File: src/hw/game_pkg.sv
package game_pkg;

    //////////////////////////////
    // round states
    //////////////////////////////

    typedef enum logic [2:0] {
        WELCOME = 3'd0,
        START   = 3'd1,
        PLAY    = 3'd2,
        PAUSE   = 3'd3,
        FINISH  = 3'd4
    } round_state_e;

    localparam logic [9:0] POINTS_MAX = 10'd999;  // score display has three digits

    //////////////////////////////
    // stage payloads
    //////////////////////////////

    // debounce -> round control
    typedef struct packed {
        logic start_press;  // one-cycle pulse
        logic score_press;  // one-cycle pulse
        logic pause_level;
    } buttons_t;

    // round control -> decimal
    typedef struct packed {
        round_state_e state;
        logic [7:0]   time_left;  // seconds
        logic [9:0]   points;
    } hud_status_t;

    // decimal -> display, index 0 is the ones digit
    typedef struct packed {
        logic [2:0]       state;
        logic [2:0][3:0]  time_bcd;
        logic [2:0][3:0]  points_bcd;
    } hud_digits_t;

endpackage
File: src/hw/game_hud_top.sv
module game_hud_top #(
    parameter logic [19:0] DEBOUNCE_CYCLES  = 20'd1_000_000,
    parameter logic [31:0] TICK_CYCLES      = 32'd100_000_000,
    parameter logic [7:0]  ROUND_SECONDS    = 8'd90,
    parameter logic [9:0]  POINTS_PER_ORDER = 10'd20,
    parameter logic [31:0] SCAN_CYCLES      = 32'd100_000
) (
    input  logic                   clk_in,
    input  logic                   reset_in,
    input  logic                   btn_start,
    input  logic                   btn_score,
    input  logic                   sw_pause,
    output logic [6:0]             cat,
    output logic [7:0]             an,
    output game_pkg::round_state_e round_state,  // board leds
    output logic [7:0]             time_left,
    output logic [9:0]             points
);

    game_pkg::buttons_t    buttons;
    game_pkg::hud_status_t status;
    game_pkg::hud_digits_t digits;

    //////////////////////////////
    // debounce
    //////////////////////////////

    button_debounce #(.DEBOUNCE_CYCLES(DEBOUNCE_CYCLES)) db_start (
        .clk_in   (clk_in),
        .reset_in (reset_in),
        .noisy    (btn_start),
        .level    (),
        .press    (buttons.start_press)
    );

    button_debounce #(.DEBOUNCE_CYCLES(DEBOUNCE_CYCLES)) db_score (
        .clk_in   (clk_in),
        .reset_in (reset_in),
        .noisy    (btn_score),
        .level    (),
        .press    (buttons.score_press)
    );

    button_debounce #(.DEBOUNCE_CYCLES(DEBOUNCE_CYCLES)) db_pause (
        .clk_in   (clk_in),
        .reset_in (reset_in),
        .noisy    (sw_pause),
        .level    (buttons.pause_level),  // switch, level only
        .press    ()
    );

    //////////////////////////////
    // round, decimal, display
    //////////////////////////////

    round_fsm #(
        .TICK_CYCLES      (TICK_CYCLES),
        .ROUND_SECONDS    (ROUND_SECONDS),
        .POINTS_PER_ORDER (POINTS_PER_ORDER)
    ) round (
        .clk_in   (clk_in),
        .reset_in (reset_in),
        .buttons  (buttons),
        .status   (status)
    );

    bcd_convert bcd (
        .clk_in   (clk_in),
        .reset_in (reset_in),
        .status   (status),
        .digits   (digits)
    );

    seg_scan #(.SCAN_CYCLES(SCAN_CYCLES)) scan (
        .clk_in   (clk_in),
        .reset_in (reset_in),
        .digits   (digits),
        .cat      (cat),
        .an       (an)
    );

    assign round_state = status.state;
    assign time_left   = status.time_left;
    assign points      = status.points;

endmodule

File: src/hw/seg_scan.sv
module seg_scan #(
    parameter logic [31:0] SCAN_CYCLES = 32'd100_000
) (
    input  logic                  clk_in,
    input  logic                  reset_in,
    input  game_pkg::hud_digits_t digits,
    output logic [6:0]            cat,  // active low, g..a
    output logic [7:0]            an    // active low
);

    logic [31:0] scan_count;
    logic        scan_done;
    logic [7:0]  an_next;
    logic [3:0]  nibble;
    logic        blank;
    logic [6:0]  seg;  // active high

    assign scan_done = (scan_count == SCAN_CYCLES - 32'd1);

    always_comb begin
        if (reset_in) begin
            an_next = 8'b1111_1110;
        end else if (scan_done) begin
            an_next = {an[6:0], an[7]};  // rotate to next digit
        end else begin
            an_next = an;
        end
    end

    // pick the nibble for the digit about to be lit
    always_comb begin
        blank = 1'b0;
        case (an_next)
            8'b1111_1110: nibble = digits.time_bcd[0];
            8'b1111_1101: nibble = digits.time_bcd[1];
            8'b1111_1011: nibble = digits.time_bcd[2];
            8'b1110_1111: nibble = digits.points_bcd[0];
            8'b1101_1111: nibble = digits.points_bcd[1];
            8'b1011_1111: nibble = digits.points_bcd[2];
            8'b0111_1111: nibble = {1'b0, digits.state};
            default: begin  // digit 3 gap
                nibble = 4'h0;
                blank  = 1'b1;
            end
        endcase
    end

    //////////////////////////////
    // hex to segments
    //////////////////////////////

    always_comb begin
        case (nibble)
            4'h0: seg = 7'b011_1111;
            4'h1: seg = 7'b000_0110;
            4'h2: seg = 7'b101_1011;
            4'h3: seg = 7'b100_1111;
            4'h4: seg = 7'b110_0110;
            4'h5: seg = 7'b110_1101;
            4'h6: seg = 7'b111_1101;
            4'h7: seg = 7'b000_0111;
            4'h8: seg = 7'b111_1111;
            4'h9: seg = 7'b110_1111;
            4'ha: seg = 7'b111_0111;
            4'hb: seg = 7'b111_1100;
            4'hc: seg = 7'b011_1001;
            4'hd: seg = 7'b101_1110;
            4'he: seg = 7'b111_1001;
            default: seg = 7'b111_0001;  // f
        endcase
    end

    always_ff @(posedge clk_in) begin
        an  <= an_next;
        cat <= blank ? 7'b111_1111 : ~seg;  // same edge as an
        if (reset_in || scan_done) begin
            scan_count <= '0;
        end else begin
            scan_count <= scan_count + 32'd1;
        end
    end

endmodule

File: src/hw/bcd_convert.sv
module bcd_convert (
    input  logic                  clk_in,
    input  logic                  reset_in,
    input  game_pkg::hud_status_t status,
    output game_pkg::hud_digits_t digits
);

    logic [11:0] time_bcd;
    logic [11:0] points_bcd;

    // shift-and-add-3, {hundreds, tens, ones}
    // inputs above 999 do not occur here
    function automatic logic [11:0] to_bcd3(input logic [9:0] bin);
        logic [21:0] work;
        work = {12'd0, bin};
        for (int i = 0; i < 10; i++) begin
            if (work[13:10] > 4'd4) begin
                work[13:10] = work[13:10] + 4'd3;
            end
            if (work[17:14] > 4'd4) begin
                work[17:14] = work[17:14] + 4'd3;
            end
            if (work[21:18] > 4'd4) begin
                work[21:18] = work[21:18] + 4'd3;
            end
            work = work << 1;
        end
        return work[21:10];
    endfunction

    assign time_bcd   = to_bcd3({2'b00, status.time_left});
    assign points_bcd = to_bcd3(status.points);

    //////////////////////////////
    // output register
    //////////////////////////////

    always_ff @(posedge clk_in) begin
        digits.time_bcd   <= time_bcd;
        digits.points_bcd <= points_bcd;
        if (reset_in) begin
            digits.state <= game_pkg::WELCOME;
        end else begin
            digits.state <= status.state;
        end
    end

endmodule

File: src/hw/round_fsm.sv
module round_fsm #(
    parameter logic [31:0] TICK_CYCLES      = 32'd100_000_000,
    parameter logic [7:0]  ROUND_SECONDS    = 8'd90,
    parameter logic [9:0]  POINTS_PER_ORDER = 10'd20
) (
    input  logic                  clk_in,
    input  logic                  reset_in,
    input  game_pkg::buttons_t    buttons,
    output game_pkg::hud_status_t status
);

    game_pkg::round_state_e state;
    logic [9:0]  points;
    logic [10:0] points_sum;  // one spare bit, 999 + order can pass 1023
    logic [7:0]  time_left;
    logic        go;
    logic        restart;

    //////////////////////////////
    // timer control
    //////////////////////////////

    always_comb begin
        go      = 1'b0;
        restart = 1'b0;
        case (state)
            game_pkg::PLAY:                  go = 1'b1;
            game_pkg::WELCOME, game_pkg::START: restart = 1'b1;
            default: ;  // pause and finish freeze the clock
        endcase
    end

    round_timer #(
        .TICK_CYCLES   (TICK_CYCLES),
        .ROUND_SECONDS (ROUND_SECONDS)
    ) timer (
        .clk_in    (clk_in),
        .reset_in  (reset_in),
        .go        (go),
        .restart   (restart),
        .time_left (time_left)
    );

    //////////////////////////////
    // round state and score
    //////////////////////////////

    assign points_sum = {1'b0, points} + {1'b0, POINTS_PER_ORDER};

    always_ff @(posedge clk_in) begin
        if (reset_in) begin
            state  <= game_pkg::WELCOME;
            points <= '0;
        end else begin
            case (state)
                game_pkg::WELCOME: if (buttons.start_press) state <= game_pkg::START;
                game_pkg::START: begin
                    state  <= game_pkg::PLAY;
                    points <= '0;
                end
                game_pkg::PLAY: begin
                    if (time_left == 8'd0) begin
                        state <= game_pkg::FINISH;
                    end else if (buttons.pause_level) begin
                        state <= game_pkg::PAUSE;
                    end
                    if (buttons.score_press) begin
                        if (points_sum > {1'b0, game_pkg::POINTS_MAX}) begin
                            points <= game_pkg::POINTS_MAX;
                        end else begin
                            points <= points_sum[9:0];
                        end
                    end
                end
                game_pkg::PAUSE:  if (!buttons.pause_level) state <= game_pkg::PLAY;
                game_pkg::FINISH: if (buttons.start_press) state <= game_pkg::WELCOME;
                default: state <= game_pkg::WELCOME;
            endcase
        end
    end

    assign status = '{state, time_left, points};

endmodule

File: src/hw/round_timer.sv
module round_timer #(
    parameter logic [31:0] TICK_CYCLES   = 32'd100_000_000,
    parameter logic [7:0]  ROUND_SECONDS = 8'd90
) (
    input  logic       clk_in,
    input  logic       reset_in,
    input  logic       go,
    input  logic       restart,
    output logic [7:0] time_left
);

    logic [31:0] prescale;  // cycles into the current second
    logic        tick;

    assign tick = (prescale == TICK_CYCLES - 32'd1);

    always_ff @(posedge clk_in) begin
        if (reset_in || restart) begin
            prescale  <= '0;
            time_left <= ROUND_SECONDS;
        end else if (go && time_left != 8'd0) begin
            if (tick) begin
                prescale  <= '0;
                time_left <= time_left - 8'd1;
            end else begin
                prescale <= prescale + 32'd1;
            end
        end
        // go low: prescaler and seconds both hold
    end

endmodule

File: src/hw/button_debounce.sv
module button_debounce #(
    parameter logic [19:0] DEBOUNCE_CYCLES = 20'd1_000_000
) (
    input  logic clk_in,
    input  logic reset_in,
    input  logic noisy,
    output logic level,
    output logic press
);

    logic [1:0]  sync;     // two-flop synchronizer
    logic [19:0] count;    // cycles the input has differed from level
    logic        level_d;  // edge register

    always_ff @(posedge clk_in) begin
        if (reset_in) begin
            sync    <= {noisy, noisy};
            level   <= noisy;  // start at the current level, no pulse out of reset
            level_d <= noisy;
            count   <= '0;
        end else begin
            sync    <= {sync[0], noisy};
            level_d <= level;
            if (sync[1] == level) begin
                count <= '0;  // bounced back
            end else if (count == DEBOUNCE_CYCLES - 20'd1) begin
                level <= sync[1];
                count <= '0;
            end else begin
                count <= count + 20'd1;
            end
        end
    end

    assign press = level & ~level_d;  // rising edge of the clean level

endmodule

File: config.mk
export PLATFORM = sky130hd
export DESIGN_NAME = game_hud_top
export DESIGN_NICKNAME = d
export VERILOG_FILES = /design/src/hw/game_pkg.sv /design/src/hw/game_hud_top.sv /design/src/hw/seg_scan.sv /design/src/hw/bcd_convert.sv /design/src/hw/round_fsm.sv /design/src/hw/round_timer.sv /design/src/hw/button_debounce.sv
export SDC_FILE = /design/constraint.sdc
export NUM_CORES = 1
export LEC_CHECK = 0
export BUFFER_PORTS_ARGS = -buffer_cell sky130_fd_sc_hd__buf_2
export CORE_ASPECT_RATIO = 1.25
export CORE_MARGIN = 4
export CORE_UTILIZATION = 40
export CTS_CLUSTER_DIAMETER = 150
export DETAILED_ROUTE_END_ITERATION = 10
export GPL_TIMING_DRIVEN = 1
export PLACE_DENSITY = 0.55
export SETUP_SLACK_MARGIN = 0.3
export SLEW_MARGIN = 20
export SYNTH_ARGS = -nofsm -noshare
export SYNTH_HDL_FRONTEND = slang
export SYNTH_SLANG_ARGS = --single-unit
File: constraint.sdc
create_clock -name clk_in -period 6.65 [get_ports clk_in]
set_input_delay 0 -clock clk_in [delete_from_list [all_inputs] [get_ports clk_in]]
set_output_delay 0 -clock clk_in [all_outputs]
set_load 0.03 [all_outputs]
==> reports/summary.txt, run 1 <==
outcome: complete, no violations
crit path max fanout: 14
DR WL/cell: 13.5 um
Final Hold Viols: 0
Worst Min Path Start: reset_in
pin count of the biggest net entering global routing: 36
n_diodes: 0
I/O Buffers: 40
Routed WL: 22,700 um
simple-gate share of the synthesized area: 25.3%
layout cells sized above 1: 9.10%
Critical R2R Launch: round.points[7]
Die Wd: 156 um
Initial Util: 40.7%
PostCTS Resize Cnt: 0
Worst path max stage delay: 0.67 ns
post-synthesis adder-cell area fraction: 4.93%
Area Growth Syn to Fin: 9.14%
top_reg_cell synth: dfxtp_1
CTS tree: done
DR pass1 iterations: 5
Mapped Cells: 1,312
max-slew violations: 0
crit path DAT: 5.94 ns
top area cells in the synthesized netlist: dfxtp_1 35%, nor2_1 6.7%, xor2_1 5.9%
register area: 3930 um^2
Antenna Nets Post-Route: 0
Clock Latency Late Sink: 0.43 ns
CTS Buffer Depth: 2
# DRC: 0
clock root cell: clkbuf_16
initial antenna violation count: 0
mux cell area share after synthesis: 2.36%
worst-margin pin slew: 0.954 ns
FP Rows: 67
largest family of logic cells by synthesized area: simple AND/OR/NAND/NOR gates
crit path time final: 5.62 ns
CP top delay family: adder cells
worst vdd ir: 0.143 mV
total grt overflow: 0
share of the synthesized area in the top cell type: 35.2%
Die H: 193 um
f_max: 178 MHz
Post-Synth XOR/XNOR Area: 11.5%
worst min path class: in -> reg
synthesized netlist net count: 1,360
most used cell, CP: ha_1
sequential fraction of the synthesis area: 36.0%
Vias: 8,831
crit-path cells: inv_1 > ha_1 > inv_1 > ha_1 > or2_1 > nand2_1 > and3_1 > o41ai_4 > nor3_2 > nand3b_1 > a22oi_1 > ha_1 > inv_1 > mux2i_1 > o21ai_0 > o311ai_1 > o221ai_1 > xnor2_1 > ha_1 > nor2_1 > mux2_2
unrepaired setup endpoints after global routing: false
synth warn: 0
MaxCap Viol Count: 0
Netlist Area Pre-Place: 10,900 um^2
nature of the critical path endpoint: register
cell taking the most area after synthesis: dfxtp_1
type of origin of the critical path: register
FILL cells: 2,743
Non-Filler Instances: 1,685
gpl congestion: 0.812
vias per cell: 5.24
first-pass GRT wire length: 39,400 um
detailed placer's ending HPWL: 16,500 um
Top-Level Pins: 41
Post-Route Skew: 0.0129 ns
Crit-path slowest cell: dfxtp_1
Final Power: 2.26 mW
Setup TNS Final: 0 ns
#FFs+latches synth: 195
Clock transition at path regs: 0.07 ns
Inserted Clock Buffers: 17
clk sink count: 195
pwr dens: 189 nW/um^2
Post-synth ARST share: 0%
Post-synth EDFFs: 3
Tcrit/Tclk final: 84.5%
Final nets: 1,375
Slew headroom: 36.2%
placed instance count: 1,646
vias in the first global route: 8,407
total track usage: 15.4%
CP bufs+invs: 3
initial drt markers: 406
Leak: 4.47 nW
area of the core: 26,800 um^2
Netlist cell types: 97
Hold WS: 0.108 ns
Critical Path RT: 6.97 ns
die area: 30,000 um^2
crit path from: round.points[7]
syn avg cell area: 8.32 um^2
Compound-Gate Fraction of Synth Area: 15.2%
CP Class: reg -> reg
CTS H-tree lvls: 4
Setup-failing EPs final: 0
multi-input logic area: 6480 um^2
## cell usage after synthesis, drive strengths merged, types with 27 or more instances
library cell	n
dfxtp	192
xnor2	65
ha	43
and3	38
o21ai	45
nor3	31
nand2	114
inv	61
nor2	196
xor2	75
clkbuf	27
a21oi	60
nand3	69
## per-layer routing
layer	track usage (%)	vias to the layer above	part of all wire [%]
met5	0	-	0
met4	4.38	0	1.5
met3	2.74	22	2.8
met2	26.6	104	48
met1	19.7	4098	48
li1	-	4607	-
## cells by family (layout without fill, tap and decap cells)
kind of cell,after synthesis,after routing
mux,25,25
compound gates,231,231
buf+inv,114,142
xor+xnor,140,140
fa+ha+maj,43,43
simple gates,564,564
flops,195,195
## per-stage QoR
step	utilization, %	setup slack, ns	instance area, um^2
finish	44.4	1.03	11900
global route	44.4	0.399	11900
CTS	44.3	0.891	11900
detailed placement	42.1	0.932	11300
global placement	42.1	1.07	11300
floorplan	-	1.65	10900
## report_power, final
part / internal, mW / switching (mW)
combinational: 0.0181 / 0.0460
sequential: 1.18 / 0.0112
clock: 0.527 / 0.472
## layout by cell type (no fill, tap or decap), types with 29 or more instances in the layout
cell type / count
o21ai_0: 39
a21oi_1: 56
dfxtp_1: 192
xor2_1: 74
buf_2: 40
inv_1: 61
nor2_1: 195
xnor2_1: 62
nand3_1: 68
nor3_1: 29
nand2_1: 112
ha_1: 43
and3_1: 36
## final timing paths
| path | depth (start not counted) | slack [ns] | to |
|---|---|---|---|
| worst max-delay path | 21 | 1.03 | bcd.digits[3] |
| worst min-delay path | 2 | 0.11 | round.points[4] |
| worst max register to register | 21 | 1.03 | bcd.digits[3] |
| worst min register to register | 2 | 0.44 | db_start.sync[1] |
## state kept, by name (all words and copies together), names as in the netlist, 3 cells and up
signal and cells:
db_pause.count 20, scan.scan_count 32, round.timer.prescale 32, db_start.count 20, db_score.count 20, round.points 9, scan.cat 7, bcd.digits 25
scan.an 8, round.state 3, round.timer.time_left 8
## layout make-up
type                    instances  area share, %
clock buffers                  17           3.57
clock inverters                15           1.26
inverters                      62           1.95
multi-input cells            1003           54.4
flip-flops and latches        195           33.0
well taps                     345           3.62
repair buffers                 48           2.25
## what timing repair did
item,CTS,global route
hold endpoints to repair,11,0
buffers inserted,0,4
endpoints found under the setup margin,0,1
hold buffers,3,0
Note: power is estimated with default switching activity, not from simulation.
==> inputs of run 2 (changes only) <==
clock period = 5.4 ns   (was 6.65 ns; I/O delays follow)
==> reports/summary.txt, run 2 (synthesized netlist as in run 1, its figures left out) <==
outcome: complete, no violations
Die Wd: 156 um (unchanged)
Leak: 4.64 nW (+3.9%)
Post-Route Skew: 0.0175 ns (+0.00459 ns)
CTS tree: done
Inserted Clock Buffers: 17 (unchanged)
first-pass GRT wire length: 39,200 um (-0.66%)
final instance area: 12,300 um^2 (+3.4%)
Hold WS: 0.118 ns (+0.00958 ns)
hold path depth: 2 (unchanged)
f_max: 207 MHz (+16%)
Initial Util: 40.7% (unchanged)
max-slew violations: 0 (unchanged)
detailed placer's ending HPWL: 16,800 um (+1.6%)
worst reg-to-reg path cell count: 25 (+19%)
DP Area: 11,300 um^2 (+0.40%)
worst min path class: in -> reg
Final Hold Viols: 0 (unchanged)
unrepaired setup endpoints after global routing: false
Clock Latency Late Sink: 0.44 ns (about the same)
nature of the critical path endpoint: register
pwr dens: 238 nW/um^2 (+26%)
Crit-path slowest cell: nor4b_2
leading cell type in the layout, fill and taps excluded: nor2_1
Slew headroom: 32.9% (-3.3 points)
Top-Level Pins: 41 (unchanged)
FP Rows: 67 (unchanged)
Final Power: 2.94 mW (+30%)
top flop regs: round.timer.prescale x32, scan.scan_count x32, bcd.digits x25
I/O Buffers: 40 (unchanged)
pre-CTS setup slack: 0.171 ns (-0.761 ns)
CTS Buffer Depth: 2 (unchanged)
crit path DAT: 5.20 ns (-0.74 ns)
DR WL/cell: 13.8 um (+2.4%)
most frequent cells in the layout: 193 x nor2_1, 191 x dfxtp_1, 113 x nand2_1
# DRC: 0 (unchanged)
crit path time final: 4.83 ns (-0.785 ns)
worst-margin pin slew: 1.00 ns (+0.0504 ns)
DR pass1 iterations: 5 (unchanged)
Tcrit/Tclk final: 89.5% (+5.0 points)
n_diodes: 0 (unchanged)
total grt overflow: 0 (unchanged)
initial antenna violation count: 0 (unchanged)
Final nets: 1,400 (+1.8%)
Clock transition at path regs: 0.07 ns (about the same)
vias in the first global route: 8,340 (-0.80%)
area of the core: 26,800 um^2 (unchanged)
most used cell, CP: inv_1
gpl congestion: 0.848 (+4.4%)
CP Class: reg -> reg
worst vdd ir: 0.175 mV (+23%)
Worst path max stage delay: 0.47 ns (-0.20 ns)
Area Growth Syn to Fin: 12.8%
die area: 30,000 um^2 (unchanged)
CTS H-tree lvls: 4 (unchanged)
clock root cell: clkbuf_16
Setup-failing EPs final: 0 (unchanged)
total track usage: 15.5% (+0.063 points)
final setup margin: 0.565 ns (-0.465 ns)
vias per cell: 5.29 (+0.87%)
crit path max fanout: 7 (-7)
Critical Path RT: 5.77 ns (-1.20 ns)
initial drt markers: 393 (-3.2%)
Antenna Nets Post-Route: 0 (unchanged)
clk sink count: 195 (unchanged)
Setup TNS Final: 0 ns (unchanged)
layout cells sized above 1: 11.9% (+2.8 points)
type of origin of the critical path: register
Die H: 193 um (unchanged)
Routed WL: 23,600 um (+3.9%)
pin count of the biggest net entering global routing: 36 (unchanged)
Vias: 9,035 (+2.3%)
MaxCap Viol Count: 0 (unchanged)
==> run 2: cell count changes in the layout (fill, tap and decap cells not counted), sizes merged <==
cell | previous run | this run
buf | 45 | 68
bufinv | 1 | 4
clkbuf | 17 | 22
clkinv | 8 | 4
inv | 66 | 62
nor2 | 196 | 197
==> run 2: metrics by stage <==
| stage | util, % | instances |
|---|---|---|
| after CTS | 44.9 | 1686 |
| final | 45.9 | 1709 |
| after detailed placement | 42.2 | 1652 |
| after global routing | 45.9 | 1709 |
| after global placement | 42.2 | 1652 |
| after floorplan | - | 1312 |
==> run 2: path summary, 6_finish.rpt <==
| kind | endpoint | start | slack, ns |
|---|---|---|---|
| max | bcd.digits[6] | round.points[8] | 0.57 |
| min | bcd.digits[24] | reset_in | 0.12 |
| max reg2reg | bcd.digits[6] | round.points[8] | 0.57 |
| min reg2reg | db_start.sync[1] | db_start.sync[0] | 0.44 |
==> run 2: final cells by class <==
| type | instances | area, um^2 |
|---|---|---|
| Clock inverter | 10 | 168 |
| Fill cell | 2665 | 14500 |
| Inverter | 62 | 236 |
| Multi-Input combinational cell | 1004 | 6610 |
| Sequential cell | 195 | 3940 |
| Clock buffer | 21 | 492 |
| Tap cell | 345 | 432 |
| Timing Repair Buffer | 72 | 445 |
==> run 2: critical path: cells and delay by family (launching register included) <==
| family | cells | cell delay, ns |
|---|---|---|
| AOI/OAI and AO/OA | 7 | 1.42 |
| and+or+nand+nor | 6 | 1.22 |
| DFF | 1 | 0.31 |
| adders and majority gates | 4 | 0.80 |
| buffers and inverters | 7 | 0.82 |
| muxes | 1 | 0.20 |
==> run 2: power by group <==
part / internal [mW] / switching, mW / leakage (nW)
Combinational: 0.0227 / 0.0569 / 2.74
Sequential: 1.46 / 0.0136 / 1.58
Clock: 0.842 / 0.545 / 0.321
Total: 2.32 / 0.615 / 4.64
==> run 2: repair_timing <==
action	in CTS	in global routing
gates resized for setup	3	22
buffers inserted	0	22
hold buffers	3	0
pin swaps	0	9
endpoints found under the hold margin	11	0
gates cloned	0	1
endpoints found under the setup margin	6	13
==> run 2: layer usage <==
metal  vias up  wire length, um  GRT usage (%)
li1       4661                -              -
met1      4180            10700           19.1
met2       171            11700           27.2
met3        23              864           2.96
met4         0              354           4.75
met5         -                0              0
==> inputs of run 3 (changes only) <==
CTS_BUF_LIST = sky130_fd_sc_hd__clkbuf_8   (was not set)
==> reports/summary.txt, run 3 (synthesized netlist as in run 1, its figures left out) <==
area of the core: 26,800 um^2 (unchanged)
most frequent cells in the layout: 193 x nor2_1, 191 x dfxtp_1, 113 x nand2_1
Tcrit/Tclk final: 89.0% (-0.51 points)
Critical Path RT: 5.80 ns (+0.03 ns)
top flop regs: round.timer.prescale x32, scan.scan_count x32, bcd.digits x25
Worst Min Path Start: reset_in
Non-Filler Instances: 1,709 (unchanged)
pwr dens: 218 nW/um^2 (-8.6%)
total track usage: 15.4% (-0.084 points)
M1 WL: 10,700 um (+0.32%)
gpl congestion: 0.848 (unchanged)
CTS tree: done
Top-Level Pins: 41 (unchanged)
CTS H-tree lvls: 4 (unchanged)
Reg2Reg Setup Slack: 0.59 ns (+0.03 ns)
n_diodes: 0 (unchanged)
Die H: 193 um (unchanged)
clock root cell: clkbuf_8
Setup-failing EPs final: 0 (unchanged)
register area: 3940 um^2 (unchanged)
P_sw: 576 uW (-6.3%)
worst min path class: in -> reg
Inserted Clock Buffers: 17 (unchanged)
crit path DAT: 5.21 ns (about the same)
Final Hold Viols: 0 (unchanged)
crit path max fanout: 7 (unchanged)
total grt overflow: 0 (unchanged)
detailed placer's ending HPWL: 16,800 um (unchanged)
initial drt markers: 382 (-2.8%)
metal2 WL: 11,600 um (-0.46%)
FF-to-FF End: bcd.digits[6]
Post-Route Skew: 0.0153 ns (-0.00223 ns)
Hold WS: 0.0836 ns (-0.0342 ns)
die area: 30,000 um^2 (unchanged)
layout cells sized above 1: 11.9% (unchanged)
max-slew violations: 0 (unchanged)
FP Rows: 67 (unchanged)
Vias: 9,001 (-0.38%)
Initial Util: 40.7% (unchanged)
Gate power share: 3.0% (+0.3 points)
Final Power: 2.65 mW (-9.9%)
Setup TNS Final: 0 ns (unchanged)
I/O Buffers: 40 (unchanged)
Critical R2R Launch: round.points[8]
unrepaired setup endpoints after global routing: false
CTS Buffer Depth: 2 (unchanged)
switching fraction of total power: 21.8% (+0.84 points)
routed wl met3: 749 um (-13%)
Area Growth Syn to Fin: 11.1%
clock power share: 41.4% (-5.8 points)
# DRC: 0 (unchanged)
nature of the critical path endpoint: register
first-pass GRT wire length: 39,100 um (-0.33%)
DR pass1 iterations: 6 (+1)
Routed WL: 23,500 um (-0.54%)
placed instance count: 1,652 (unchanged)
Slew headroom: 31.7% (-1.2 points)
share of power burned in registers: 55.6% (+5.5 points)
Die Wd: 156 um (unchanged)
CP Class: reg -> reg
leading cell type in the layout, fill and taps excluded: nor2_1
DR WL/cell: 13.7 um (-0.54%)
Leak: 4.56 nW (-1.8%)
Core Util, Final: 45.2% (-0.70 points)
initial antenna violation count: 0 (unchanged)
Top Metal Used: met4
Antenna Nets Post-Route: 0 (unchanged)
f_max: 208 MHz (+0.58%)
Clock transition at path regs: 0.10 ns (+0.03 ns)
FILL cells: 2,687 (+0.83%)
Clock Latency Late Sink: 0.47 ns (+0.03 ns)
vias per cell: 5.27 (-0.38%)
Final nets: 1,400 (unchanged)
vias in the first global route: 8,312 (-0.34%)
worst vdd ir: 0.140 mV (-20%)
MaxCap Viol Count: 0 (unchanged)
outcome: complete, no violations
pin count of the biggest net entering global routing: 36 (unchanged)
crit path time final: 4.81 ns (-0.0278 ns)
type of origin of the critical path: register
clk sink count: 195 (unchanged)
multi-input logic area: 6610 um^2 (unchanged)
hold path depth: 2 (unchanged)
Endpoint, Worst Hold: round.points[0]
Power Internal: 2.07 mW (-11%)
worst reg-to-reg path cell count: 25 (unchanged)
worst-margin pin slew: 1.02 ns (+0.0186 ns)
## run 3: cell types whose count changed in the layout (fill, tap and decap cells not counted), sizes merged
cell    change
clkbuf      -1
bufinv      +1
## run 3: metrics by stage
step / area, um^2 / setup WS, ns
floorplan: 10900 / 0.398
global placement: 11300 / 0.403
detailed placement: 11300 / 0.171
CTS: 11800 / 0.305
global route: 12100 / 0.225
finish: 12100 / 0.593
## run 3: area by class of cell
| type | count | area share (%) |
|---|---|---|
| clock buffer | 20 | 2.27 |
| clock inverter | 11 | 1.63 |
| inverter | 62 | 1.95 |
| multi-input combinational | 1004 | 54.5 |
| sequential | 195 | 32.4 |
| tap | 345 | 3.56 |
| timing repair buffer | 72 | 3.67 |
## run 3: what timing repair did
action / in CTS / in global routing
gates cloned: 0 / 1
endpoints found under the hold margin: 11 / 0
hold buffers: 3 / 0
setup buffers: 0 / 22
pin swaps: 0 / 9
endpoints found under the setup margin: 6 / 13
resized for setup: 3 / 22
## run 3: worst max path at each step
stage                     endpoint  depth (start not counted)             from
floorplan            bcd.digits[3]                         24  round.points[7]
global placement    bcd.digits[10]                         24  round.points[8]
detailed placement   bcd.digits[6]                         23  round.points[8]
CTS                 bcd.digits[10]                         23  round.points[8]
global route         bcd.digits[6]                         25  round.points[8]
finish               bcd.digits[6]                         25  round.points[8]
## run 3: power by group through the flow
stage          Combinational, mW  Clock, mW  Sequential (mW)
6_report                  0.0795       1.10             1.47
5_1_grt                   0.0915       1.19             1.47
4_1_cts                   0.0816       1.14             1.47
3_5_place_dp              0.0793          0             1.50
3_3_place_gp              0.0792          0             1.50
2_1_floorplan             0.0573          0             1.50
## run 3: per-layer routing
layer	vias up	GRT usage [%]
met5	-	0
met3	29	3.16
li1	4662	-
met4	0	4.14
met1	4185	19.1
met2	125	27.0
## run 3: worst max-delay path, stage by stage, from the launching register on
cell and delay [ns]:
dfxtp_1 0.32, inv_1 0.13, ha_4 0.18, inv_1 0.07, ha_4 0.19, clkbuf_2 0.16
nor2_4 0.18, o221ai_1 0.16, o311ai_2 0.43, or2_1 0.22, nor2_1 0.09, nor2_2 0.12
inv_1 0.08, ha_1 0.20, inv_1 0.12, o311ai_0 0.19, nor4b_2 0.46, nor4b_4 0.13
buf_4 0.17, o31ai_4 0.15, o2bb2ai_1 0.10, a31oi_2 0.21, inv_1 0.09, ha_1 0.24
o2bb2ai_2 0.17, mux2i_1 0.19
